File: config.mk
export PLATFORM = sky130hd
export DESIGN_NAME = weight_fetch
export DESIGN_NICKNAME = d
export VERILOG_FILES = /design/src/common/ising_pkg.sv /design/src/weight_fetch/weight_fetch.sv
export SDC_FILE = /design/constraint.sdc
export NUM_CORES = 1
export LEC_CHECK = 0
export ABC_AREA = 1
export ABC_CLOCK_PERIOD_IN_PS = 6650
export BUFFER_PORTS_ARGS = -buffer_cell sky130_fd_sc_hd__buf_4
export CORE_ASPECT_RATIO = 0.8
export CORE_MARGIN = 2
export CORE_UTILIZATION = 56
export DETAILED_ROUTE_END_ITERATION = 10
export HOLD_SLACK_MARGIN = 0.1
export PLACE_DENSITY = 0.81
export SYNTH_ARGS = -nofsm -noshare
export SYNTH_HDL_FRONTEND = slang
export SYNTH_SLANG_ARGS = --single-unit
File: constraint.sdc
create_clock -name clk_i -period 6.65 [get_ports clk_i]
set_input_delay 0.3325 -clock clk_i [delete_from_list [all_inputs] [get_ports clk_i]]
set_output_delay 0.3325 -clock clk_i [all_outputs]
set_load 0.1 [all_outputs]
File: src/common/ising_pkg.sv
/*
 * Ising macro shared definitions
 * widths, vector typedefs, the energy result struct
 * and the flip manager state encoding
 */

package ising_pkg;

    // problem size
    localparam int NUM_SPIN    = 8;
    localparam int BITJ        = 4;
    localparam int PARALLELISM = 2;

    // arithmetic widths
    localparam int SCALING_BIT = 4;
    localparam int ENERGY_BIT  = 16;

    // memory address widths
    localparam int J_ADDR_BIT    = $clog2(NUM_SPIN / PARALLELISM);
    localparam int ICON_ADDR_BIT = 4;

    // bit set means spin +1, clear means spin -1
    typedef logic [NUM_SPIN-1:0] spin_t;

    typedef logic signed [ENERGY_BIT-1:0] energy_t;

    // row r of a word is J row addr*PARALLELISM+r, column j at bit j*BITJ
    typedef logic [PARALLELISM*NUM_SPIN*BITJ-1:0] j_word_t;

    typedef logic [J_ADDR_BIT-1:0] j_addr_t;

    typedef logic [ICON_ADDR_BIT-1:0] icon_addr_t;

    // h_i at bit i*BITJ, signed
    typedef logic [NUM_SPIN*BITJ-1:0] hbias_t;

    typedef logic [SCALING_BIT-1:0] scaling_t;

    typedef struct packed {
        energy_t energy;
        spin_t   spin;
    } energy_result_t;

    typedef enum logic [2:0] {
        idle,
        eval_init,
        fetch_icon,
        eval_cand,
        done
    } fm_state_e;

endpackage
File: src/weight_fetch/weight_fetch.sv
/*
 * J memory reader feeding a two-entry FIFO
 * addresses wrap so words always leave in row order
 */

`timescale 1ns/1ps

module weight_fetch #(
    parameter int NUM_SPIN    = ising_pkg::NUM_SPIN,
    parameter int PARALLELISM = ising_pkg::PARALLELISM
) (
    input  logic               clk_i,
    input  logic               arst_n_i,
    input  logic               flush_i,
    // memory side
    output logic               j_ren_o,
    output ising_pkg::j_addr_t j_raddr_o,
    input  ising_pkg::j_word_t j_rdata_i,
    // stream side
    output logic               weight_valid_o,
    output ising_pkg::j_word_t weight_o,
    input  logic               weight_ready_i
);

    localparam int LAST_ADDR = NUM_SPIN / PARALLELISM - 1;

    ising_pkg::j_addr_t addr_q;
    logic               in_flight_q;
    logic [1:0]         usage_q;
    logic               wr_ptr_q;
    logic               rd_ptr_q;
    ising_pkg::j_word_t fifo_mem [2];
    logic               push;
    logic               pop;

    // read data lands one cycle after the request
    assign push = in_flight_q;
    assign pop  = weight_valid_o & weight_ready_i;

    assign weight_valid_o = (usage_q != 2'd0);
    assign weight_o       = fifo_mem[rd_ptr_q];

    // room must cover stored words plus the one in flight
    assign j_ren_o   = weight_ready_i & ((usage_q + 2'(in_flight_q)) < (2'd2 + 2'(pop)));
    assign j_raddr_o = addr_q;

    always_ff @(posedge clk_i or negedge arst_n_i) begin
        if (!arst_n_i) begin
            addr_q      <= '0;
            in_flight_q <= 1'b0;
            usage_q     <= 2'd0;
            wr_ptr_q    <= 1'b0;
            rd_ptr_q    <= 1'b0;
        end else if (flush_i) begin
            // a word still in flight is dropped
            addr_q      <= '0;
            in_flight_q <= 1'b0;
            usage_q     <= 2'd0;
            wr_ptr_q    <= 1'b0;
            rd_ptr_q    <= 1'b0;
        end else begin
            in_flight_q <= j_ren_o;
            usage_q     <= usage_q + 2'(push) - 2'(pop);
            if (j_ren_o) begin
                addr_q <= (addr_q == ising_pkg::j_addr_t'(LAST_ADDR)) ? '0 : addr_q + 1'b1;
            end
            if (push) begin
                wr_ptr_q <= ~wr_ptr_q;
            end
            if (pop) begin
                rd_ptr_q <= ~rd_ptr_q;
            end
        end
    end

    always_ff @(posedge clk_i) begin
        if (push) begin
            fifo_mem[wr_ptr_q] <= j_rdata_i;
        end
    end

endmodule

==> results_dict.tcl, run 1 <==
set metrics [dict create \
    gp_congestion 0.727 \
    vias 3545 \
    layout_worst_path_cycle_share_pct 53.9 \
    number_of_h_tree_levels 4 \
    synth-warning-count 0 \
    power_switching_share_pct 47.8 \
    drt_first_iter_violations 232 \
    clock_insertion_delay_worst_skew_ps 510 \
    crit_path_start_kind "flop" \
    ctsResizeCount 0 \
    cts.sink_count 135 \
    fin_cells 711 \
    hold_viol_final 0 \
    maximum_vdd_drop_mv 0.429 \
    timing_worst_slew_pin_value_ps 1260 \
    clock_skew_ps 8.50 \
    area_delta_synth_final_pct 47.8 \
    numPortBuffers 135 \
    yosys-top-cells-area "sky130_fd_sc_hd__edfxtp_1, sky130_fd_sc_hd__nand2_1, sky130_fd_sc_hd__dfrtp_1" \
    floorplan.die.height_microns 88.7 \
    globalRouteMet3Util_pct 6.33 \
    grt-busiest-layer "met2" \
    dieWidth_microns 110 \
    postCtsSetupBuffers 0 \
    maxClockFrequency_ghz 0.279 \
    outcome "complete, no violations" \
    headroom_to_the_max_slew_limit_pct 16.0 \
    antenna_violations_before_repair 0 \
    num_antenna_cells 0 \
    floorplan.initialDensity_pct 58.4 \
    cp_slowest_cell "sky130_fd_sc_hd__dfrtp_2" \
    ys_dominant_reg_cell "sky130_fd_sc_hd__edfxtp_1" \
    timing.final.max_slew_violations 0 \
    combined_area_of_the_multi_input_logic_cells_sq_um 878 \
    synthCells 377 \
    setup_viol 0 \
    path_delay_family "flip-flops" \
    synth.cell_area_sq_um 5020 \
    total_switching_power_w 0.00182 \
    worstPathBufferInverterCount 2 \
    max_capacitance_violation_count 0 \
    min_path_type "in2async" \
    via_count_of_the_first_global_routing_pass 3681 \
    dpl_wire_length_microns 6080 \
    critical_path_required_ps 6320 \
    clk_root_buffer_cell "sky130_fd_sc_hd__clkbuf_8" \
    seq_power_share_pct 28.7 \
    global_route.usage.total_pct 25.8 \
    drive_gt1_share_pct 29.0 \
    io_pins 136 \
    dpl.cell_count 612 \
    area.sequential_sq_um 4020 \
    setup_total_negative_slack_ps 0 \
    grt_first_pass_wirelength_microns 18000 \
    synthTopCellsByCount "sky130_fd_sc_hd__nand2_1, sky130_fd_sc_hd__edfxtp_1, sky130_fd_sc_hd__inv_1, sky130_fd_sc_hd__buf_4" \
    cp_cell_sequence "inv_2 > nand2_1 > nand2_1 > buf_4" \
    cts-hold-fix-buffers 67 \
    pwr-share-comb_pct 44.9 \
    p_int_w 0.00199 \
    power_per_cell_area_nw_per_um2 515 \
    tritoncts "built" \
    timing.critical_path.slowest_cell_delay_ps 1200 \
    numCtsBuffers 17 \
    ys_types 14 \
    clkPwrFrac_pct 26.4 \
    groute.layer.met1.usage_pct 29.7 \
    wl_per_cell_microns 17.0 \
    clkTransAtPathRegs_ps 60 \
    postSynthNetCount 449 \
    postSynthAreaPerCell_sq_um 13.3 \
    met2_usage_pct 46.3 \
    core_area_sq_um 8600 \
    dieArea_sq_um 9740 \
    worst_setup_path_end_kind "output pin" \
    fin_nets 658 \
    asyncSetResetFlopFracSynth_pct 5.19 \
    timing.critical_path.fanout_max 66 \
    path_class "reg2out" \
    viasPerCell 4.99 \
    synth_seq_area_share_pct 80.1 \
    floorplan.rows 30 \
    dr.pass1.iters 5 \
    count_of_antenna_violating_nets_left_after_detailed_routing 0 \
    rsz_0062_raised_after_global_routing "no" \
    fillers 389 \
    yosys_register_bits 135 \
    grt_remaining_overflow 0 \
    min_period_ps 3590 \
    post-synth-top-count-cell "sky130_fd_sc_hd__nand2_1" \
    grt_start_max_net_pins 67 \
    remaining_drc_errors 0 \
    leakage_nw 3.19 \
    routed_wirelength_microns 12100 \
    synth-edff-count 128 \
    critPathArrivalTime_ps 3260 \
    ctsLongestPathBuffers 2 \
    synth.largest_area_cell "sky130_fd_sc_hd__edfxtp_1" \
    crit_top_cell "sky130_fd_sc_hd__nand2_1" \
    synth_top_area_share_pct 76.6 \
]
[through the flow]
step	cell area, sq um	setup WS, ps	hold WS (ps)	power, W	util [%]
after floorplan	5020	3060	36.9	0.00243	-
after global placement	6100	3760	150	0.00274	71.0
after detailed placement	6100	3730	153	0.00277	71.0
after CTS	7410	3150	144	0.00380	86.2
after global routing	7410	2930	183	0.00392	86.2
final	7410	3060	171	0.00382	86.2
[path summary, 6_finish.rpt]
check	from	end	slack, ps	cells after the start
max in group asynchronous	arst_n_i	rd_ptr_q	6330	2
setup reg to reg	rd_ptr_q	rd_ptr_q	4080	3
setup / recovery	rd_ptr_q	weight_o[2]	3060	4
min in group clk_i	j_raddr_o[1]	j_raddr_o[1]	530	2
hold / removal	arst_n_i	in_flight_q	170	2
hold reg to reg	j_raddr_o[1]	j_raddr_o[1]	530	2
[worst reg2reg max path, stage by stage, from the launching register on]
cell	delay [ps]
sky130_fd_sc_hd__dfrtp_2	1200
sky130_fd_sc_hd__inv_2	860
sky130_fd_sc_hd__nand4_1	320
sky130_fd_sc_hd__nand2_1	80
[layout by cell type (no fill, tap or decap), drive strengths merged]
cell         synthesis  routed
clkbuf               0      17
inv                 10      13
nand4                1       1
ha                   4       4
bufinv               0       5
buf                 14     137
clkinvlp             0       2
o21ai                2       2
nor2                 7       7
dlygate4sd3          0      67
xor2                 1       1
nand3                1       1
clkinv               0       5
nand2              201     201
nor3                 1       1
edfxtp             128     128
dfrtp                7       7
[routing by layer]
metal / vias to the layer above / wire length [microns]
met1: 1669 / 4590
met2: 172 / 6520
met4: 0 / 206
li1: 1682 / -
met5: - / 0
met3: 22 / 792
[cell families after synthesis]
| logic type | after synthesis | share of synthesized area, % |
|---|---|---|
| buffers and inverters | 24 | 2.54 |
| DFF | 135 | 80.1 |
| adders and majority gates | 4 | 0.998 |
| AOI/OAI and AO/OA | 2 | 0.200 |
| xor gates and xnor gates | 1 | 0.175 |
| and+or+nand+nor | 211 | 16.0 |
[sequential cells by signal, summed over array words and instances, names as in the netlist]
name         cells
j_raddr_o        2
wr_ptr_q         1
usage_q          2
fifo_mem       128
rd_ptr_q         1
in_flight_q      1
[power by group through the flow]
stage	registers, W	clock network [W]	logic, W
after floorplan	0.00109	0	0.00133
after global placement	0.00111	0	0.00164
after detailed placement	0.00111	0	0.00166
after CTS	0.00109	0.00101	0.00169
after global routing	0.00110	0.00105	0.00177
final	0.00110	0.00101	0.00171
[cell type report]
class / instances / area share [%]
Sequential cell: 135 / 54.2
Clock buffer: 17 / 5.59
Inverter: 10 / 0.506
Clock inverter: 15 / 3.02
Tap cell: 112 / 1.89
Timing Repair Buffer: 204 / 22.9
Multi-Input combinational cell: 218 / 11.8
Note: power is estimated with default switching activity, not from simulation.
==> run 2, diff against run 1 <==
Settings changed: ABC_AREA 1 to 0, ABC_CLOCK_PERIOD_IN_PS 6650 to 3100, CORE_UTILIZATION 56 to 47, PLACE_DENSITY 0.81 to 0.72.
Clock period 6.65 ns to 3.1 ns, I/O delays scaled along.
==> results_dict.tcl, run 2 <==
set metrics [dict create \
    rsz_0062_raised_after_global_routing "no" \
    clk_root_buffer_cell "sky130_fd_sc_hd__clkbuf_16" \
    ff2ff_setup_slack_ps 1340 \
    drive_gt1_share_pct 50.2 \
    clock_skew_ps 5.21 \
    dr.pass1.iters 4 \
    headroom_to_the_max_slew_limit_pct 47.3 \
    critical_path_required_ps 2940 \
    timing.final.max_slew_violations 0 \
    grt_remaining_overflow 0 \
    area_delta_synth_final_pct 46.3 \
    drt_first_iter_violations 142 \
    vias 2830 \
    cp_slowest_cell "sky130_fd_sc_hd__dfrtp_1" \
    crit_path_start_kind "flop" \
    numCtsBuffers 17 \
    io_pins 136 \
    postCtsSetupBuffers 0 \
    number_of_h_tree_levels 4 \
    floorplan.initialDensity_pct 47.8 \
    dpl.cell_count 508 \
    fin_nets 523 \
    synthTopCellsByCount "sky130_fd_sc_hd__edfxtp_1, sky130_fd_sc_hd__mux2_4, sky130_fd_sc_hd__mux2_2, sky130_fd_sc_hd__dfrtp_1, sky130_fd_sc_hd__nor2_1" \
    synth.cell_area_sq_um 5170 \
    antenna_violations_before_repair 0 \
    worstPathBufferInverterCount 4 \
    largest_register "fifo_mem" \
    yosys_register_bits 135 \
    synth-edff-count 128 \
    dpl_wire_length_microns 5880 \
    path_delay_family "adder cells" \
    critPathArrivalTime_ps 2120 \
    dieWidth_microns 121 \
    viasPerCell 4.65 \
    synth_seq_area_share_pct 77.8 \
    clkPwrFrac_pct 23.5 \
    hold_viol_final 0 \
    fin_cells 608 \
    final_cell_mix "sky130_fd_sc_hd__buf_4, sky130_fd_sc_hd__edfxtp_1, sky130_fd_sc_hd__dlygate4sd3_1" \
    fillers 713 \
    synth-warning-count 0 \
    yosys-top-cells-area "sky130_fd_sc_hd__edfxtp_1, sky130_fd_sc_hd__mux2_4, sky130_fd_sc_hd__dfrtp_1" \
    core_area_sq_um 10800 \
    power_per_cell_area_nw_per_um2 991 \
    grt_first_pass_wirelength_microns 14600 \
    ys_types 19 \
    cp_cell_sequence "ha_1 > inv_1 > ha_1 > inv_1 > ha_1 > nand2b_1 > inv_1 > buf_4" \
    synth.largest_area_cell "sky130_fd_sc_hd__edfxtp_1" \
    global_route.usage.total_pct 16.5 \
    remaining_drc_errors 0 \
    gp_congestion 0.697 \
    ctsLongestPathBuffers 2 \
    min_path_type "in2reg" \
    outcome "complete, no violations" \
    ctsResizeCount 0 \
    numPortBuffers 135 \
    worst_setup_path_end_kind "output pin" \
    maximum_vdd_drop_mv 0.715 \
    largest_register_ff_count 128 \
    wl_per_cell_microns 15.8 \
    synthCells 232 \
    via_count_of_the_first_global_routing_pass 2897 \
    clkTransAtPathRegs_ps 50 \
    setup_viol 0 \
    ys_dominant_reg_cell "sky130_fd_sc_hd__edfxtp_1" \
    synth_top_area_share_pct 74.4 \
    floorplan.rows 34 \
    seq_power_share_pct 31.3 \
    cts-hold-fix-buffers 68 \
    leakage_nw 2.98 \
    max_capacitance_violation_count 0 \
    p_int_w 0.00422 \
    timing_worst_slew_pin_value_ps 791 \
    count_of_antenna_violating_nets_left_after_detailed_routing 0 \
    floorplan.die.height_microns 97.8 \
    grt_start_max_net_pins 36 \
    postSynthNetCount 304 \
    pwr-share-comb_pct 45.2 \
    timing.critical_path.slowest_cell_delay_ps 420 \
    timing.critical_path.fanout_max 4 \
    maxClockFrequency_ghz 0.439 \
    path_class "reg2out" \
    num_antenna_cells 0 \
    post-synth-top-count-cell "sky130_fd_sc_hd__edfxtp_1" \
    layout.cells.most_common "sky130_fd_sc_hd__buf_4" \
    tritoncts "built" \
    total_switching_power_w 0.00327 \
    layout_worst_path_cycle_share_pct 73.5 \
    postSynthAreaPerCell_sq_um 22.3 \
    dieArea_sq_um 11900 \
    asyncSetResetFlopFracSynth_pct 5.19 \
    clock_insertion_delay_worst_skew_ps 400 \
    cts.sink_count 135 \
    setup_total_negative_slack_ps 0 \
    routed_wirelength_microns 9620 \
    power_switching_share_pct 43.7 \
    min_period_ps 2280 \
]
run 2: changes by cell type after synthesis, sizes merged, moves of 2 or more:
| cell | previous run | this run |
|---|---|---|
| nand2 | 201 | 2 |
| xnor2 | 0 | 2 |
| inv | 10 | 3 |
| mux2 | 0 | 64 |
| o21ai | 2 | 0 |
| buf | 14 | 7 |
run 2: path summary, 6_finish.rpt:
| check | from | end | cells after the start |
|---|---|---|---|
| max reg2reg | in_flight_q | j_raddr_o[0] | 9 |
| max | in_flight_q | j_ren_o | 8 |
| min | j_rdata_i[6] | fifo_mem[0][6] | 2 |
| min in group asynchronous | arst_n_i | in_flight_q | 3 |
| max in group asynchronous | arst_n_i | rd_ptr_q | 3 |
| min reg2reg | j_raddr_o[1] | j_raddr_o[1] | 2 |
run 2: metal layers:
metal	wire, microns	vias to the layer above	track usage, %
met5	0	-	0
met4	75	0	5.84
met3	645	7	5.55
met2	4840	98	27.7
met1	4060	1385	20.2
li1	-	1340	-
run 2: through the flow:
stage / cell area, sq um / utilization (%) / hold WS, ps / worst slack, ps / power (W)
6_report: 7560 / 70.0 / 479 / 821 / 0.00749
5_1_grt: 7560 / 70.0 / 464 / 693 / 0.00772
4_1_cts: 7560 / 70.0 / 459 / 795 / 0.00755
3_5_place_dp: 6360 / 58.8 / -26.9 / 1240 / 0.00571
3_3_place_gp: 6360 / 58.8 / -29.9 / 1250 / 0.00568
2_1_floorplan: 5170 / - / -141 / 588 / 0.00514
run 2: worst register-to-register path, stage by stage, from the launching register on:
cell                       delay, ps
sky130_fd_sc_hd__dfrtp_1         420
sky130_fd_sc_hd__ha_1            300
sky130_fd_sc_hd__inv_1            60
sky130_fd_sc_hd__ha_1            140
sky130_fd_sc_hd__inv_1            50
sky130_fd_sc_hd__ha_1            160
sky130_fd_sc_hd__nand2b_1        170
sky130_fd_sc_hd__inv_1           130
sky130_fd_sc_hd__mux2i_1         190
sky130_fd_sc_hd__nor2_1           50
run 2: cell type report:
| type | count | area, sq um | area share (%) |
|---|---|---|---|
| multi-input combinational | 87 | 1070 | 14.2 |
| timing repair buffer | 207 | 1750 | 23.1 |
| tap | 144 | 180 | 2.38 |
| clock buffer | 20 | 437 | 5.78 |
| inverter | 3 | 11.3 | 0.149 |
| sequential | 135 | 4020 | 53.2 |
| clock inverter | 12 | 86.3 | 1.14 |
run 2: cells by family after synthesis:
kind of cell	count (synthesis)	share of synthesized area, %
multiplexers	65	17.8
AO/OA/AOI/OAI	2	0.242
AND/OR/NAND/NOR	13	1.14
XOR/XNOR	3	0.508
adder cells (fa/ha/maj)	4	0.968
flip-flops	135	77.8
buffers and inverters	10	1.62
run 2: power groups by stage:
stage	combinational (W)	sequential (W)	clock, W
floorplan	0.00279	0.00235	0
global placement	0.00330	0.00237	0
detailed placement	0.00333	0.00238	0
CTS	0.00341	0.00235	0.00179
global route	0.00348	0.00237	0.00187
finish	0.00339	0.00235	0.00176
==> run 3, diff against run 2 <==
Settings changed: ABC_CLOCK_PERIOD_IN_PS 3100 to 2130, CORE_UTILIZATION 47 to 52, PLACE_DENSITY 0.72 to 0.76.
Clock period 3.1 ns to 2.13 ns, I/O delays scaled along.
==> results_dict.tcl, run 3 (same netlist as run 2, synthesis figures left out) <==
set metrics [dict create \
    ctsLongestPathBuffers 2 \
    p_total_w 0.0117 \
    largest_register "fifo_mem" \
    dieWidth_microns 115 \
    layout.cells.most_common "sky130_fd_sc_hd__buf_4" \
    timing.final.max_slew_violations 0 \
    drive_gt1_share_pct 52.4 \
    fillers 504 \
    gp_congestion 0.709 \
    global_route.usage.total_pct 20.1 \
    placed_cell_area_sq_um 6370 \
    number_of_h_tree_levels 4 \
    remaining_drc_errors 0 \
    outcome "complete, no violations" \
    layout_worst_path_cycle_share_pct 95.2 \
    floorplan.die.height_microns 93.2 \
    grt_start_max_net_pins 33 \
    largest_register_ff_count 128 \
    count_of_antenna_violating_nets_left_after_detailed_routing 0 \
    tritoncts "built" \
    ff2ff_setup_slack_ps 450 \
    numCtsBuffers 17 \
    crit_top_cell "sky130_fd_sc_hd__ha_2" \
    fin_nets 527 \
    routed_wirelength_microns 10200 \
    timing_worst_slew_pin_value_ps 447 \
    clkTransAtPathRegs_ps 60 \
    cp_cell_sequence "ha_1 > inv_1 > ha_2 > inv_2 > ha_2 > nand2b_4 > clkinvlp_4 > buf_12" \
    dr.pass1.iters 4 \
    timing.critical_path.slowest_cell_delay_ps 400 \
    cts.sink_count 135 \
    wl_per_cell_microns 16.9 \
    clk_root_buffer_cell "sky130_fd_sc_hd__clkbuf_16" \
    max_capacitance_violation_count 0 \
    critical_path_required_ps 2020 \
    clock_skew_ps 8.16 \
    min_period_ps 2030 \
    area_delta_synth_final_pct 50.0 \
    io_pins 136 \
    viasPerCell 4.77 \
    drt_first_iter_violations 166 \
    antenna_violations_before_repair 0 \
    final_cell_mix "sky130_fd_sc_hd__buf_4, sky130_fd_sc_hd__edfxtp_1, sky130_fd_sc_hd__dlygate4sd3_1" \
    timing.critical_path.fanout_max 4 \
    grt_remaining_overflow 0 \
    cp_slowest_cell "sky130_fd_sc_hd__dfrtp_1" \
    vias 2882 \
    core_area_sq_um 9650 \
    clock_insertion_delay_worst_skew_ps 410 \
    leakage_nw 3.07 \
    maxClockFrequency_ghz 0.493 \
    via_count_of_the_first_global_routing_pass 3124 \
    power_per_cell_area_nw_per_um2 1510 \
    min_path_type "in2reg" \
    dieArea_sq_um 10800 \
    dpl_wire_length_microns 5700 \
    min_delay_path_depth 2 \
    crit_path_start_kind "flop" \
    path_class "reg2out" \
    numPortBuffers 135 \
    r2r_cells 9 \
    hold_viol_final 0 \
    floorplan.initialDensity_pct 53.6 \
    maximum_vdd_drop_mv 1.14 \
    headroom_to_the_max_slew_limit_pct 70.2 \
    grt_first_pass_wirelength_microns 15600 \
    floorplan.rows 32 \
    worst_setup_path_end_kind "output pin" \
    num_antenna_cells 0 \
    stdcell_area_sq_um 7750 \
    worst_hold_slack_ps 421 \
    critPathArrivalTime_ps 1920 \
    setup_viol 0 \
]
run 3: worst max-delay path, delay by kind of cell, from the launching register on:
family	cells	cell delay, ps
buf+inv	4	380
fa+ha+maj	3	590
flops	1	400
simple gates	1	130
run 3: repair_timing:
item                                    4_1_cts  5_1_grt
setup buffers                                 1        1
endpoints found under the setup margin        2        1
gates resized for setup                       4        3
hold buffers                                 68        0
pin swaps                                     0        1
endpoints found under the hold margin       142        0
run 3: power breakdown:
part           internal [W]  total [W]  switching [W]  leakage, nW
combinational       0.00142    0.00511        0.00370         1.48
sequential          0.00323    0.00336       0.000130         1.26
clock               0.00219    0.00323        0.00104        0.319
total               0.00683     0.0117        0.00487         3.07
run 3: routing by layer:
layer | GRT usage [%] | share of wire, % | routed length (microns) | up-vias
met5 | 0 | 0 | 0 | -
met4 | 8.94 | 1.7 | 174 | 0
met3 | 6.48 | 6.8 | 699 | 13
met2 | 35.5 | 53 | 5380 | 106
met1 | 22.0 | 39 | 3970 | 1408
li1 | - | - | - | 1355
run 3: area by class of cell:
class / instances / area, sq um / share of cell area (%)
sequential: 135 / 4020 / 51.9
inverter: 3 / 15.0 / 0.194
tap: 136 / 170 / 2.19
timing repair buffer: 211 / 1800 / 23.2
multi-input combinational: 87 / 1090 / 14.0
clock buffer: 19 / 433 / 5.58
clock inverter: 13 / 228 / 2.94
run 3: path summary, 6_finish.rpt:
path / startpoint / end
worst max-delay path: in_flight_q / j_ren_o
worst min-delay path: j_rdata_i[62] / fifo_mem[1][62]
worst max register to register: usage_q[0] / j_raddr_o[0]
worst min register to register: j_raddr_o[1] / j_raddr_o[1]
max in group asynchronous: arst_n_i / rd_ptr_q
min in group asynchronous: arst_n_i / j_raddr_o[0]
run 3: stage by stage:
step                setup WS (ps)  util [%]  TNS (ps)  std cells
floorplan                    14.5         -         0        232
global placement              369      66.0         0        502
detailed placement            347      66.0         0        502
CTS                          55.9      80.2         0        603
global route                -1.33      80.4     -1.33        604
finish                        102      80.4         0        604
