$ cat src/common/ising_pkg.sv
/*
 * Ising macro shared definitions
 * widths, vector typedefs, the energy result struct
 * and the flip manager state encoding
 */

package ising_pkg;

    // problem size
    localparam int NUM_SPIN    = 8;
    localparam int BITJ        = 4;
    localparam int PARALLELISM = 2;

    // arithmetic widths
    localparam int SCALING_BIT = 4;
    localparam int ENERGY_BIT  = 16;

    // memory address widths
    localparam int J_ADDR_BIT    = $clog2(NUM_SPIN / PARALLELISM);
    localparam int ICON_ADDR_BIT = 4;

    // bit set means spin +1, clear means spin -1
    typedef logic [NUM_SPIN-1:0] spin_t;

    typedef logic signed [ENERGY_BIT-1:0] energy_t;

    // row r of a word is J row addr*PARALLELISM+r, column j at bit j*BITJ
    typedef logic [PARALLELISM*NUM_SPIN*BITJ-1:0] j_word_t;

    typedef logic [J_ADDR_BIT-1:0] j_addr_t;

    typedef logic [ICON_ADDR_BIT-1:0] icon_addr_t;

    // h_i at bit i*BITJ, signed
    typedef logic [NUM_SPIN*BITJ-1:0] hbias_t;

    typedef logic [SCALING_BIT-1:0] scaling_t;

    typedef struct packed {
        energy_t energy;
        spin_t   spin;
    } energy_result_t;

    typedef enum logic [2:0] {
        idle,
        eval_init,
        fetch_icon,
        eval_cand,
        done
    } fm_state_e;

endpackage
$ cat src/flip_manager/flip_manager.sv
/*
 * Spin search controller
 * initial spin evaluation, icon based candidates,
 * energy comparison and the best result register
 */

`timescale 1ns/1ps

module flip_manager #(
    parameter int NUM_SPIN = ising_pkg::NUM_SPIN
) (
    input  logic                           clk_i,
    input  logic                           arst_n_i,
    input  logic                           flush_i,
    // configuration
    input  logic                           config_valid_i,
    input  ising_pkg::spin_t               config_spin_i,
    input  logic                           cmpt_en_i,
    input  logic                           en_comparison_i,
    input  logic [ising_pkg::ICON_ADDR_BIT:0] icon_last_raddr_plus_one_i,
    // flip icon memory
    output logic                           flip_ren_o,
    output ising_pkg::icon_addr_t          flip_raddr_o,
    input  ising_pkg::spin_t               flip_rdata_i,
    // candidate to energy monitor
    output logic                           spin_valid_o,
    output ising_pkg::spin_t               spin_o,
    input  logic                           spin_ready_i,
    // energy back
    input  logic                           energy_valid_i,
    input  ising_pkg::energy_result_t      energy_i,
    output logic                           energy_ready_o,
    // status and results
    output logic                           cmpt_idle_o,
    output logic                           result_valid_o,
    output ising_pkg::energy_result_t      result_o,
    output ising_pkg::energy_result_t      best_o
);

    localparam ising_pkg::energy_t ENERGY_MAX = {1'b0, {(ising_pkg::ENERGY_BIT-1){1'b1}}};

    ising_pkg::fm_state_e              state_q;
    logic                              cmpt_en_dly_q;
    logic                              start;
    logic [ising_pkg::ICON_ADDR_BIT:0] icon_cnt_q;
    logic                              icon_pend_q;
    logic                              spin_valid_q;
    logic [NUM_SPIN-1:0]               cand_q;
    ising_pkg::spin_t                  init_spin_q;
    ising_pkg::energy_result_t         best_q;
    ising_pkg::energy_result_t         result_q;
    logic                              result_valid_q;
    logic                              energy_hsk;
    logic                              accept;
    logic                              last_icon;

    assign start      = cmpt_en_i & ~cmpt_en_dly_q;
    assign energy_hsk = energy_valid_i & energy_ready_o;
    // strictly lower wins, or anything when comparison is off
    assign accept     = ~en_comparison_i | (energy_i.energy < best_q.energy);
    assign last_icon  = (icon_cnt_q == icon_last_raddr_plus_one_i);

    assign energy_ready_o = ((state_q == ising_pkg::eval_init) |
                             (state_q == ising_pkg::eval_cand)) & ~spin_valid_q;
    assign flip_ren_o     = (state_q == ising_pkg::fetch_icon) & ~icon_pend_q;
    assign flip_raddr_o   = icon_cnt_q[ising_pkg::ICON_ADDR_BIT-1:0];

    assign spin_valid_o   = spin_valid_q;
    assign spin_o         = cand_q;
    assign cmpt_idle_o    = (state_q == ising_pkg::idle);
    assign result_valid_o = result_valid_q;
    assign result_o       = result_q;
    assign best_o         = best_q;

    // edge detect survives flush so a held enable does not restart
    always_ff @(posedge clk_i or negedge arst_n_i) begin
        if (!arst_n_i) begin
            cmpt_en_dly_q <= 1'b0;
        end else begin
            cmpt_en_dly_q <= cmpt_en_i;
        end
    end

    always_ff @(posedge clk_i or negedge arst_n_i) begin
        if (!arst_n_i) begin
            state_q        <= ising_pkg::idle;
            icon_cnt_q     <= '0;
            icon_pend_q    <= 1'b0;
            spin_valid_q   <= 1'b0;
            result_valid_q <= 1'b0;
            best_q         <= '{energy: ENERGY_MAX, spin: '0};
        end else if (flush_i) begin
            state_q        <= ising_pkg::idle;
            icon_cnt_q     <= '0;
            icon_pend_q    <= 1'b0;
            spin_valid_q   <= 1'b0;
            result_valid_q <= 1'b0;
            best_q         <= '{energy: ENERGY_MAX, spin: '0};
        end else begin
            result_valid_q <= energy_hsk;
            if (spin_valid_q && spin_ready_i) begin
                spin_valid_q <= 1'b0;
            end
            unique case (state_q)
                ising_pkg::idle: begin
                    if (start) begin
                        spin_valid_q <= 1'b1;
                        icon_cnt_q   <= '0;
                        state_q      <= ising_pkg::eval_init;
                    end
                end
                ising_pkg::eval_init, ising_pkg::eval_cand: begin
                    if (energy_hsk) begin
                        // initial spin is always taken as best
                        if (state_q == ising_pkg::eval_init || accept) begin
                            best_q <= energy_i;
                        end
                        state_q <= last_icon ? ising_pkg::done : ising_pkg::fetch_icon;
                    end
                end
                ising_pkg::fetch_icon: begin
                    // icon data is back one cycle after the read
                    if (icon_pend_q) begin
                        icon_pend_q  <= 1'b0;
                        spin_valid_q <= 1'b1;
                        icon_cnt_q   <= icon_cnt_q + 1'b1;
                        state_q      <= ising_pkg::eval_cand;
                    end else begin
                        icon_pend_q <= 1'b1;
                    end
                end
                ising_pkg::done: begin
                    state_q <= ising_pkg::idle;
                end
                default: begin
                    state_q <= ising_pkg::idle;
                end
            endcase
        end
    end

    always_ff @(posedge clk_i) begin
        if (config_valid_i && state_q == ising_pkg::idle) begin
            init_spin_q <= config_spin_i;
        end
        if (energy_hsk) begin
            result_q <= energy_i;
        end
        if (state_q == ising_pkg::idle && start) begin
            cand_q <= init_spin_q;
        end else if (state_q == ising_pkg::fetch_icon && icon_pend_q) begin
            cand_q <= best_q.spin ^ flip_rdata_i;
        end
    end

endmodule

$ cat config.mk
export PLATFORM = sky130hd
export DESIGN_NAME = flip_manager
export DESIGN_NICKNAME = d
export VERILOG_FILES = /design/src/common/ising_pkg.sv /design/src/flip_manager/flip_manager.sv
export SDC_FILE = /design/constraint.sdc
export NUM_CORES = 1
export LEC_CHECK = 0
export ABC_AREA = 0
export BUFFER_PORTS_ARGS = -buffer_cell sky130_fd_sc_hd__buf_4
export CORE_MARGIN = 1
export CORE_UTILIZATION = 41
export CTS_BUF_LIST = sky130_fd_sc_hd__clkbuf_8
export CTS_CLUSTER_SIZE = 24
export DETAILED_ROUTE_END_ITERATION = 8
export GPL_ROUTABILITY_DRIVEN = 0
export GPL_TIMING_DRIVEN = 1
export PLACE_DENSITY = 0.7
export SYNTH_ARGS = -nofsm -noshare
export SYNTH_HDL_FRONTEND = slang
export SYNTH_SLANG_ARGS = --single-unit
$ cat constraint.sdc
create_clock -name clk_i -period 2.7 [get_ports clk_i]
set_input_delay 0.405 -clock clk_i [delete_from_list [all_inputs] [get_ports clk_i]]
set_output_delay 0.405 -clock clk_i [all_outputs]
set_load 0.05 [all_outputs]
==> run_results.csv, run 1 <==
group,metric,value,unit
clock_tree,htreeDepth,3,
sta,slew_headroom,60.4,%
logic_synthesis,ys_seq_area_share,61.0,%
worst_setup_path,end_kind,"register",
power,power_density,564,nW/µm²
route,avgViaCountPerCell,5.05,
worst_setup_path,rrSetupSlack,0.11,ns
sta,clock_skew,0.0125,ns
logic_synthesis,ys_warn_count,0,
logic_synthesis,synth_nets,353,
grt,grt_usage,19.2,%
cells_and_area,final_cells,514,
cells_and_area,nets,473,
power,power,2.65,mW
floorplanning,core,8220,µm²
cells_and_area,drive_gt1_share,39.4,%
cells_and_area,final_core_util,57.1,%
route,drc_errors,0,
sta,period_needed,2.59,ns
sta,hold_viol_final,0,
floorplanning,io_pins,118,
floorplanning,dieArea,8850,µm²
worst_setup_path,worstRegToRegCells,9,
cells_and_area,n_fill_cell,708,
clock_tree,postCtsHoldBufs,0,
grt,overflow,0,
worst_hold_path,hp-class,"input port to asynchronous set/reset pin",
placement,dpl.cell_count,496,
sta,finalSetupViolCount,0,
grt,grt_pass1_wl,12600,µm
worst_setup_path,cp_cell_sequence,"inv_1, ha_1, nand3_1, or3_1, o41a_1, o211ai_4, mux2_4, buf_12, mux2i_2",
clock_tree,cts.path.max_buffers,2,
worst_setup_path,startpoint_type,"register",
clock_tree,cts_tree,"yes",
grt,first_global_vias,2658,
sta,slew_viol_final,0,
clock_tree,cts_buffers,9,
worst_setup_path,regToRegStartpoint,"best_o[14]",
placement,portBuffers,117,
status,outcome,"completed",
logic_synthesis,avgSynthCellArea,12.2,µm²
grt,antenna_found_initial,0,
route,totalWireLength,8050,µm
grt,grt_max_degree,37,
logic_synthesis,synthCells,284,
logic_synthesis,ys_seq_elements,76,
route,first_pass_iters,6,
job,drv_cap,0,
sta,tightest_slew,0.595,ns
floorplanning,die_x,94.1,µm
worst_setup_path,slowest_stage,"dfstp_2",
sta,rsz0062_at_grt,"false",
worst_setup_path,path_max_fanout,9,
route,drt_iter0_markers,79,
worst_setup_path,worstPathRequired,2.97,ns
worst_setup_path,worst_r2r_endpoint,"best_o[18]",
sta,period_share,95.9,%
cells_and_area,diodes,0,
worst_setup_path,crit_type,"register to register",
floorplanning,initial_utilization,42.3,%
clock_tree,clk_pin_slew,0.08,ns
clock_tree,clk_latency,0.35,ns
worst_setup_path,crit_arrival,2.86,ns
clock_tree,root_buffer,"clkbuf_8",
sta,fmax,0.386,GHz
cells_and_area,syn_to_final_growth,34.9,%
power,peakVddDrop,0.256,mV
floorplanning,die_y,94.1,µm
floorplanning,row_count,33,
route,detail-route-antenna-nets,0,
logic_synthesis,syn_area,3480,µm²
route,num_vias,2595,
clock_tree,cts_sinks,76,
placement,hpwl,5840,µm
power,p_leak,2.22,nW
route,post_drt_wl_per_cell,15.7,µm
sta,tns,0,ns
logic_synthesis,synth.distinct_cells,41,
worst_setup_path,cpPeakStageDelay,0.53,ns
## report_power, final
part / switching, mW / leakage [nW] / internal (mW)
sequential: 0.0272 / 0.816 / 1.29
combinational: 0.302 / 1.30 / 0.175
clock: 0.431 / 0.0968 / 0.424
total: 0.760 / 2.22 / 1.89
## worst max-delay path: cells and delay by family, from the launching register on
kind	cells	cell delay [ns]
multiplexers	2	0.54
AO/OA/AOI/OAI	2	0.49
buffers and inverters	2	0.21
AND/OR/NAND/NOR	2	0.44
flip-flops	1	0.53
adder cells (fa/ha/maj)	1	0.31
## layer usage
layer	GRT usage (%)	wire length (µm)	vias to the layer above	share of wire [%]
li1	-	-	1242	-
met1	24.2	3480	1269	43
met2	31.6	4030	77	50
met3	4.37	460	7	5.7
met4	8.21	76	0	0.94
met5	0	0	-	0
## synth_stat cells
library cell   n  area [µm²]
o311a_1        1        10.0
inv_1         26        97.6
a311o_1        1        10.0
xnor2_1       10        87.6
and2_0         1        6.26
buf_8          1        15.0
dfstp_2       15         394
nor2_1        24        90.1
o41a_1         1        11.3
buf_2          1        5.00
nand3_1        4        20.0
a32oi_1        6        52.6
nand2_1       24        90.1
a211oi_1       1        7.51
nand4_1        5        31.3
edfxtp_1      40        1200
nor3b_1        2        15.0
a21oi_1        8        40.0
ha_1          16         200
or3_1          3        18.8
mux2i_1       15         150
buf_6          1        11.3
o21ai_1        1        5.00
xor2_1         7        61.3
mux2_4         1        15.0
and3b_1        1        8.76
o21ai_0       10        50.1
o32a_1         1        10.0
a31oi_1        2        12.5
dfrtp_1       21         526
mux2_2         1        11.3
a32o_1         5        50.1
and2_1         1        6.26
nor3_1         8        40.0
clkbuf_1       8        30.0
buf_4          4        30.0
o211ai_2       1        12.5
a2111oi_0      1        8.76
nand2b_1       3        18.8
and4_1         1        8.76
a21o_1         1        7.51
## worst max-delay path by stage
stage | startpoint | to | slack [ns] | cells past startpoint
floorplan | best_o[15] | best_o[5] | 0.02 | 9
detailed placement | best_o[15] | best_o[9] | 0.04 | 8
global route | best_o[12] | best_o[17] | 0.01 | 9
finish | best_o[14] | best_o[18] | 0.11 | 9
global placement | best_o[15] | best_o[9] | 0.09 | 8
CTS | best_o[15] | best_o[9] | 0.03 | 8
## through the flow
step	instance area (µm²)	hold WS, ns	setup slack [ns]
floorplan	3490	0.109	0.0201
global placement	4450	0.403	0.0862
detailed placement	4450	0.410	0.0429
CTS	4640	0.0245	0.0307
global route	4690	0.0502	0.0124
finish	4690	0.0267	0.111
## cells by family (layout without fill, tap and decap cells)
family                     after synthesis  count (layout)  share of synthesized area (%)
and+or+nand+nor                         77              77                           10.2
AOI/OAI and AO/OA                       40              40                           8.28
muxes                                   17              17                           5.07
DFF                                     76              76                           61.0
buffers and inverters                   41             166                           5.43
xor gates and xnor gates                17              17                           4.28
adders and majority gates               16              16                           5.76
## registers in the layout, summed over array words and instances (netlist names)
signal / count
result_o: 24
state_q: 3
spin_o: 8
icon_pend_q: 1
spin_valid_o: 1
result_valid_o: 1
cmpt_en_dly_q: 1
best_o: 24
init_spin_q: 8
icon_cnt_q: 5
## cell type report
class	count	area, µm²	share of cell area, %
well taps	105	131	2.80
clock inverters	7	67.6	1.44
clock buffers	9	124	2.64
flip-flops and latches	76	2120	45.2
inverters	26	101	2.16
repair buffers	124	943	20.1
multi-input cells	167	1200	25.7
## placed cells by master, fill, tap and decap left out, types with 3 or more instances in the layout
| master | n |
|---|---|
| ha_1 | 15 |
| inv_1 | 26 |
| nor3_1 | 8 |
| mux2i_1 | 14 |
| o21ai_0 | 10 |
| nand2b_1 | 3 |
| nand2_1 | 24 |
| nand4_1 | 5 |
| buf_4 | 123 |
| dfstp_2 | 15 |
| dfrtp_1 | 21 |
| nand3_1 | 4 |
| a32oi_1 | 6 |
| or3_1 | 3 |
| xnor2_1 | 10 |
| a21oi_1 | 8 |
| nor2_1 | 24 |
| a32o_1 | 5 |
| clkinvlp_4 | 3 |
| xor2_1 | 7 |
| clkbuf_8 | 9 |
| edfxtp_1 | 40 |
## timing repair
item | CTS | global route
buffers inserted | 0 | 2
resized for setup | 0 | 3
setup endpoints to repair | 0 | 4
endpoints found under the hold margin | 0 | 0
(Power assumes the default switching activity.)
==> run 2: changes to the inputs <==
--- a/config.mk
+++ b/config.mk
@@ -14,7 +14,7 @@
 export DETAILED_ROUTE_END_ITERATION = 8
 export GPL_ROUTABILITY_DRIVEN = 0
 export GPL_TIMING_DRIVEN = 1
-export PLACE_DENSITY = 0.7
+export PLACE_DENSITY = 0.63
 export SYNTH_ARGS = -nofsm -noshare
 export SYNTH_HDL_FRONTEND = slang
 export SYNTH_SLANG_ARGS = --single-unit
==> run_results.csv, run 2 (same netlist as run 1, synthesis figures left out) <==
group,metric,value,unit
clock_tree,cts.path.max_buffers,2,
route,totalWireLength,8100,µm
power,peakVddDrop,0.255,mV
worst_setup_path,crit_arrival,2.96,ns
worst_setup_path,path_max_fanout,5,
worst_setup_path,critical_path_buf_inv_count,1,
clock_tree,clk_latency,0.36,ns
cells_and_area,layout.cells.most_common_list,"buf_4 (127), edfxtp_1 (40), nand2_1 (24), nor2_1 (24), dfrtp_1 (21)",
route,avgViaCountPerCell,4.97,
route,wl_met1,3660,µm
grt,antenna_found_initial,0,
sta,slew_viol_final,0,
floorplanning,dieArea,8850,µm²
cells_and_area,final_common_cell,"buf_4",
job,drv_cap,0,
clock_tree,root_buffer,"clkbuf_8",
sta,finalSetupViolCount,0,
floorplanning,initial_utilization,42.3,%
clock_tree,cts_buffers,9,
cells_and_area,nets,478,
grt,overflow,0,
route,met3WireLength,524,µm
floorplanning,io_pins,118,
worst_setup_path,worst_r2r_endpoint,"best_o[9]",
sta,period_share,99.0,%
floorplanning,die_x,94.1,µm
power,power_density,551,nW/µm²
sta,clock_skew,0.0108,ns
grt,grt_pass1_wl,12100,µm
route,wl_met2,3770,µm
worst_setup_path,cpPeakStageDelay,0.55,ns
sta,slew_headroom,59.0,%
route,post_drt_wl_per_cell,15.6,µm
cells_and_area,drive_gt1_share,42.8,%
clock_tree,clk_pin_slew,0.09,ns
worst_hold_path,hp-class,"input port to asynchronous set/reset pin",
sta,rsz0062_at_grt,"true",
worst_setup_path,crit_family,"compound AO/OA/AOI/OAI gates",
cells_and_area,regArea,2120,µm²
power,p_leak,2.23,nW
floorplanning,core,8220,µm²
status,violations,"negative hold slack",
worst_setup_path,end_kind,"register",
route,first_pass_iters,4,
clock_tree,cts_tree,"yes",
cells_and_area,diodes,0,
route,num_vias,2582,
placement,hpwl,5730,µm
cells_and_area,n_fill_cell,702,
floorplanning,row_count,33,
sta,period_needed,2.67,ns
worst_setup_path,rrSetupSlack,0.03,ns
cells_and_area,multiInputGateArea,1270,µm²
clock_tree,htreeDepth,3,
grt,grt_usage,18.5,%
worst_setup_path,worstRegToRegCells,8,
worst_setup_path,slowest_stage,"dfstp_2",
route,drt_iter0_markers,97,
sta,tightest_slew,0.615,ns
placement,place_ws,0.0304,ns
sta,layout_setup_ws,0.0272,ns
sta,fmax,0.374,GHz
worst_setup_path,worstPathRequired,2.98,ns
cells_and_area,syn_to_final_growth,37.5,%
power,power,2.63,mW
route,top_layer,"met4",
sta,hold_viol_final,2,
route,drc_errors,0,
clock_tree,cts_sinks,76,
floorplanning,die_y,94.1,µm
worst_setup_path,regToRegStartpoint,"best_o[12]",
worst_setup_path,cp_cell_sequence,"inv_2, ha_4, o21ai_2, or3_1, o41a_1, o211ai_4, mux2_4, o32a_1",
grt,first_global_vias,2455,
worst_setup_path,crit_type,"register to register",
worst_setup_path,startpoint_type,"register",
sta,hold_slack,-0.00173,ns
placement,portBuffers,117,
route,detail-route-antenna-nets,0,
status,outcome,"finished, violations left",
grt,grt_max_degree,37,
[run 2: changes by cell type in the layout (fill, tap and decap cells not counted), moves of 2 or more]
cell,delta
ha_1,-4
ha_4,+4
clkinv_2,-2
inv_1,-6
buf_4,+4
inv_2,+5
[run 2: worst max-delay path by stage]
stage | from | end | cells past startpoint
2_1_floorplan | best_o[15] | best_o[5] | 9
3_5_place_dp | best_o[15] | best_o[9] | 8
4_1_cts | best_o[15] | best_o[9] | 8
3_3_place_gp | best_o[15] | best_o[9] | 8
6_report | best_o[12] | best_o[9] | 8
5_1_grt | best_o[15] | best_o[9] | 8
[run 2: routing by layer]
metal	vias to the layer above	global-route usage, %
met5	-	0
met4	0	8.46
met3	14	4.29
met2	96	29.1
met1	1213	24.3
li1	1259	-
[run 2: area by class of cell]
type,count,share of cell area (%)
clock buffers,9,2.59
clock inverters,7,1.26
inverters,26,2.12
multi-input cells,168,26.5
flip-flops and latches,76,44.4
well taps,105,2.75
repair buffers,128,20.4
[run 2: timing repair]
item	CTS	global route
setup endpoints to repair	0	1
hold buffers	0	0
setup buffers	0	6
resized for setup	0	14
[run 2: per-stage QoR]
stage	utilization, %	area [µm²]	std cells	hold WS, ns	setup TNS [ns]
3_3_place_gp	54.1	4450	496	0.407	0
4_1_cts	56.4	4630	512	0.00380	0
2_1_floorplan	-	3490	284	0.109	0
5_1_grt	58.2	4780	519	0.0295	-0.0494
6_report	58.2	4780	519	-0.00173	0
3_5_place_dp	54.1	4450	496	0.408	0
[run 2: where the power goes]
part	internal (mW)	switching [mW]	total, mW
clock	0.348	0.475	0.822
combinational	0.185	0.310	0.495
sequential	1.29	0.0269	1.32
==> run 3: changes to the inputs <==
--- a/config.mk
+++ b/config.mk
@@ -6,7 +6,7 @@
 export NUM_CORES = 1
 export LEC_CHECK = 0
 export ABC_AREA = 0
-export BUFFER_PORTS_ARGS = -buffer_cell sky130_fd_sc_hd__buf_4
+export BUFFER_PORTS_ARGS = -buffer_cell sky130_fd_sc_hd__clkbuf_2
 export CORE_MARGIN = 1
 export CORE_UTILIZATION = 41
 export CTS_BUF_LIST = sky130_fd_sc_hd__clkbuf_8
==> run_results.csv, run 3 (same netlist as run 1, synthesis figures left out) <==
group,metric,value,unit
job,drv_cap,0,
clock_tree,htreeDepth,3,
sta,fmax,0.382,GHz
clock_tree,clk_pin_slew,0.09,ns
cells_and_area,finalInstanceArea,4420,µm²
floorplanning,die_y,94.1,µm
sta,hold_viol_final,0,
route,drc_errors,0,
grt,busiest_layer,"met2",
floorplanning,row_count,33,
sta,rsz0062_at_grt,"true",
grt,grt_pass1_wl,12000,µm
clock_tree,post_cts_resized,0,
grt,overflow,0,
clock_tree,postCtsHoldBufs,0,
placement,hpwl,5700,µm
floorplanning,core,8220,µm²
cells_and_area,multiInputGateArea,1180,µm²
placement,place_ws,0.0522,ns
sta,period_needed,2.62,ns
worst_hold_path,hp-class,"input port to asynchronous set/reset pin",
route,totalWireLength,7650,µm
cells_and_area,n_fill_cell,758,
grt,grt_use_met2,29.1,%
cells_and_area,syn_to_final_growth,27.2,%
cells_and_area,diodes,0,
worst_setup_path,path_max_fanout,6,
cells_and_area,nets,476,
placement,portBuffers,117,
cells_and_area,drive_gt1_share,39.6,%
grt,grt_usage,18.2,%
floorplanning,die_x,94.1,µm
clock_tree,cts.path.max_buffers,2,
grt,grt_use_met3,4.37,%
sta,layout_setup_ws,0.0799,ns
power,power_density,598,nW/µm²
sta,finalSetupViolCount,0,
clock_tree,cts_buffers,9,
floorplanning,dieArea,8850,µm²
worst_setup_path,end_kind,"register",
grt,use_met1,23.8,%
grt,grt_max_degree,37,
route,num_vias,2574,
cells_and_area,final_common_cell,"clkbuf_2",
worst_setup_path,crit_type,"register to register",
power,peakVddDrop,0.263,mV
clock_tree,cts_sinks,76,
grt,antenna_found_initial,0,
grt,first_global_vias,2433,
floorplanning,io_pins,118,
worst_setup_path,crit_arrival,2.89,ns
route,post_drt_wl_per_cell,14.8,µm
worst_setup_path,worstPathRequired,2.97,ns
route,detail-route-antenna-nets,0,
sta,period_share,97.0,%
sta,tightest_slew,0.932,ns
cells_and_area,regArea,2120,µm²
clock_tree,clk_latency,0.35,ns
clock_tree,cts_tree,"yes",
sta,clock_skew,0.0110,ns
power,p_leak,2.17,nW
route,avgViaCountPerCell,4.98,
route,drt_iter0_markers,79,
floorplanning,initial_utilization,42.3,%
worst_setup_path,startpoint_type,"register",
sta,slew_headroom,37.9,%
clock_tree,root_buffer,"clkbuf_8",
sta,slew_viol_final,0,
status,outcome,"completed",
placement,place_area,4160,µm²
route,first_pass_iters,4,
cells_and_area,layout.cells.most_common_list,"clkbuf_2 (117), edfxtp_1 (40), inv_1 (25), nand2_1 (24), nor2_1 (24)",
==> run 3: changes by cell type in the layout (fill, tap and decap cells not counted), sizes merged <==
cell	delta
buf	-118
clkbuf	+117
clkinvlp	-2
bufinv	+1
inv	+1
mux2	-1
==> run 3: layout make-up <==
type	instances	share of cell area, %
well taps	105	2.97
clock inverters	7	1.84
multi-input cells	167	26.6
inverters	26	2.29
flip-flops and latches	76	47.9
clock buffers	9	2.80
repair buffers	127	15.5
==> run 3: final timing paths <==
path	start	endpoint	slack [ns]	cells past startpoint
worst max-delay path	best_o[15]	best_o[17]	0.08	9
worst min-delay path	arst_n_i	best_o[3]	0.17	1
worst max register to register	best_o[15]	best_o[17]	0.08	9
worst min register to register	best_o[8]	best_o[8]	0.47	2
max in group asynchronous	arst_n_i	spin_valid_o	1.94	1
min in group clk_i	cmpt_en_i	cmpt_en_dly_q	0.19	1
==> run 3: where the power goes <==
part	internal (mW)	switching (mW)	total, mW
registers	1.29	0.0257	1.31
clock network	0.442	0.460	0.902
logic	0.132	0.299	0.431
==> run 3: layer usage <==
| metal | wire length [µm] | vias to the layer above |
|---|---|---|
| li1 | - | 1255 |
| met1 | 3390 | 1212 |
| met2 | 3590 | 95 |
| met3 | 548 | 12 |
| met4 | 124 | 0 |
| met5 | 0 | - |
==> run 3: worst max-delay path: stages (launching register included) <==
cell      delay, ns
dfstp_2        0.55
inv_1          0.04
ha_1           0.32
nand3_1        0.08
or3_1          0.36
o41a_1         0.33
o211ai_2       0.14
mux2_4         0.39
buf_12         0.15
mux2i_1        0.17
==> run 3: timing repair <==
action                     CTS  global route
setup buffers                0             4
hold endpoints to repair     0             0
setup endpoints to repair    0             1
==> run 3: per-stage QoR <==
stage          std cells  power [mW]  utilization (%)  setup TNS [ns]  hold slack (ns)
5_1_grt              517        2.76             53.8         -0.0496            0.179
3_3_place_gp         497        1.76             50.7               0            0.458
4_1_cts              513        2.67             53.2               0            0.177
2_1_floorplan        284        1.62                -               0            0.109
6_report             517        2.65             53.8               0            0.173
3_5_place_dp         497        1.77             50.7               0            0.464
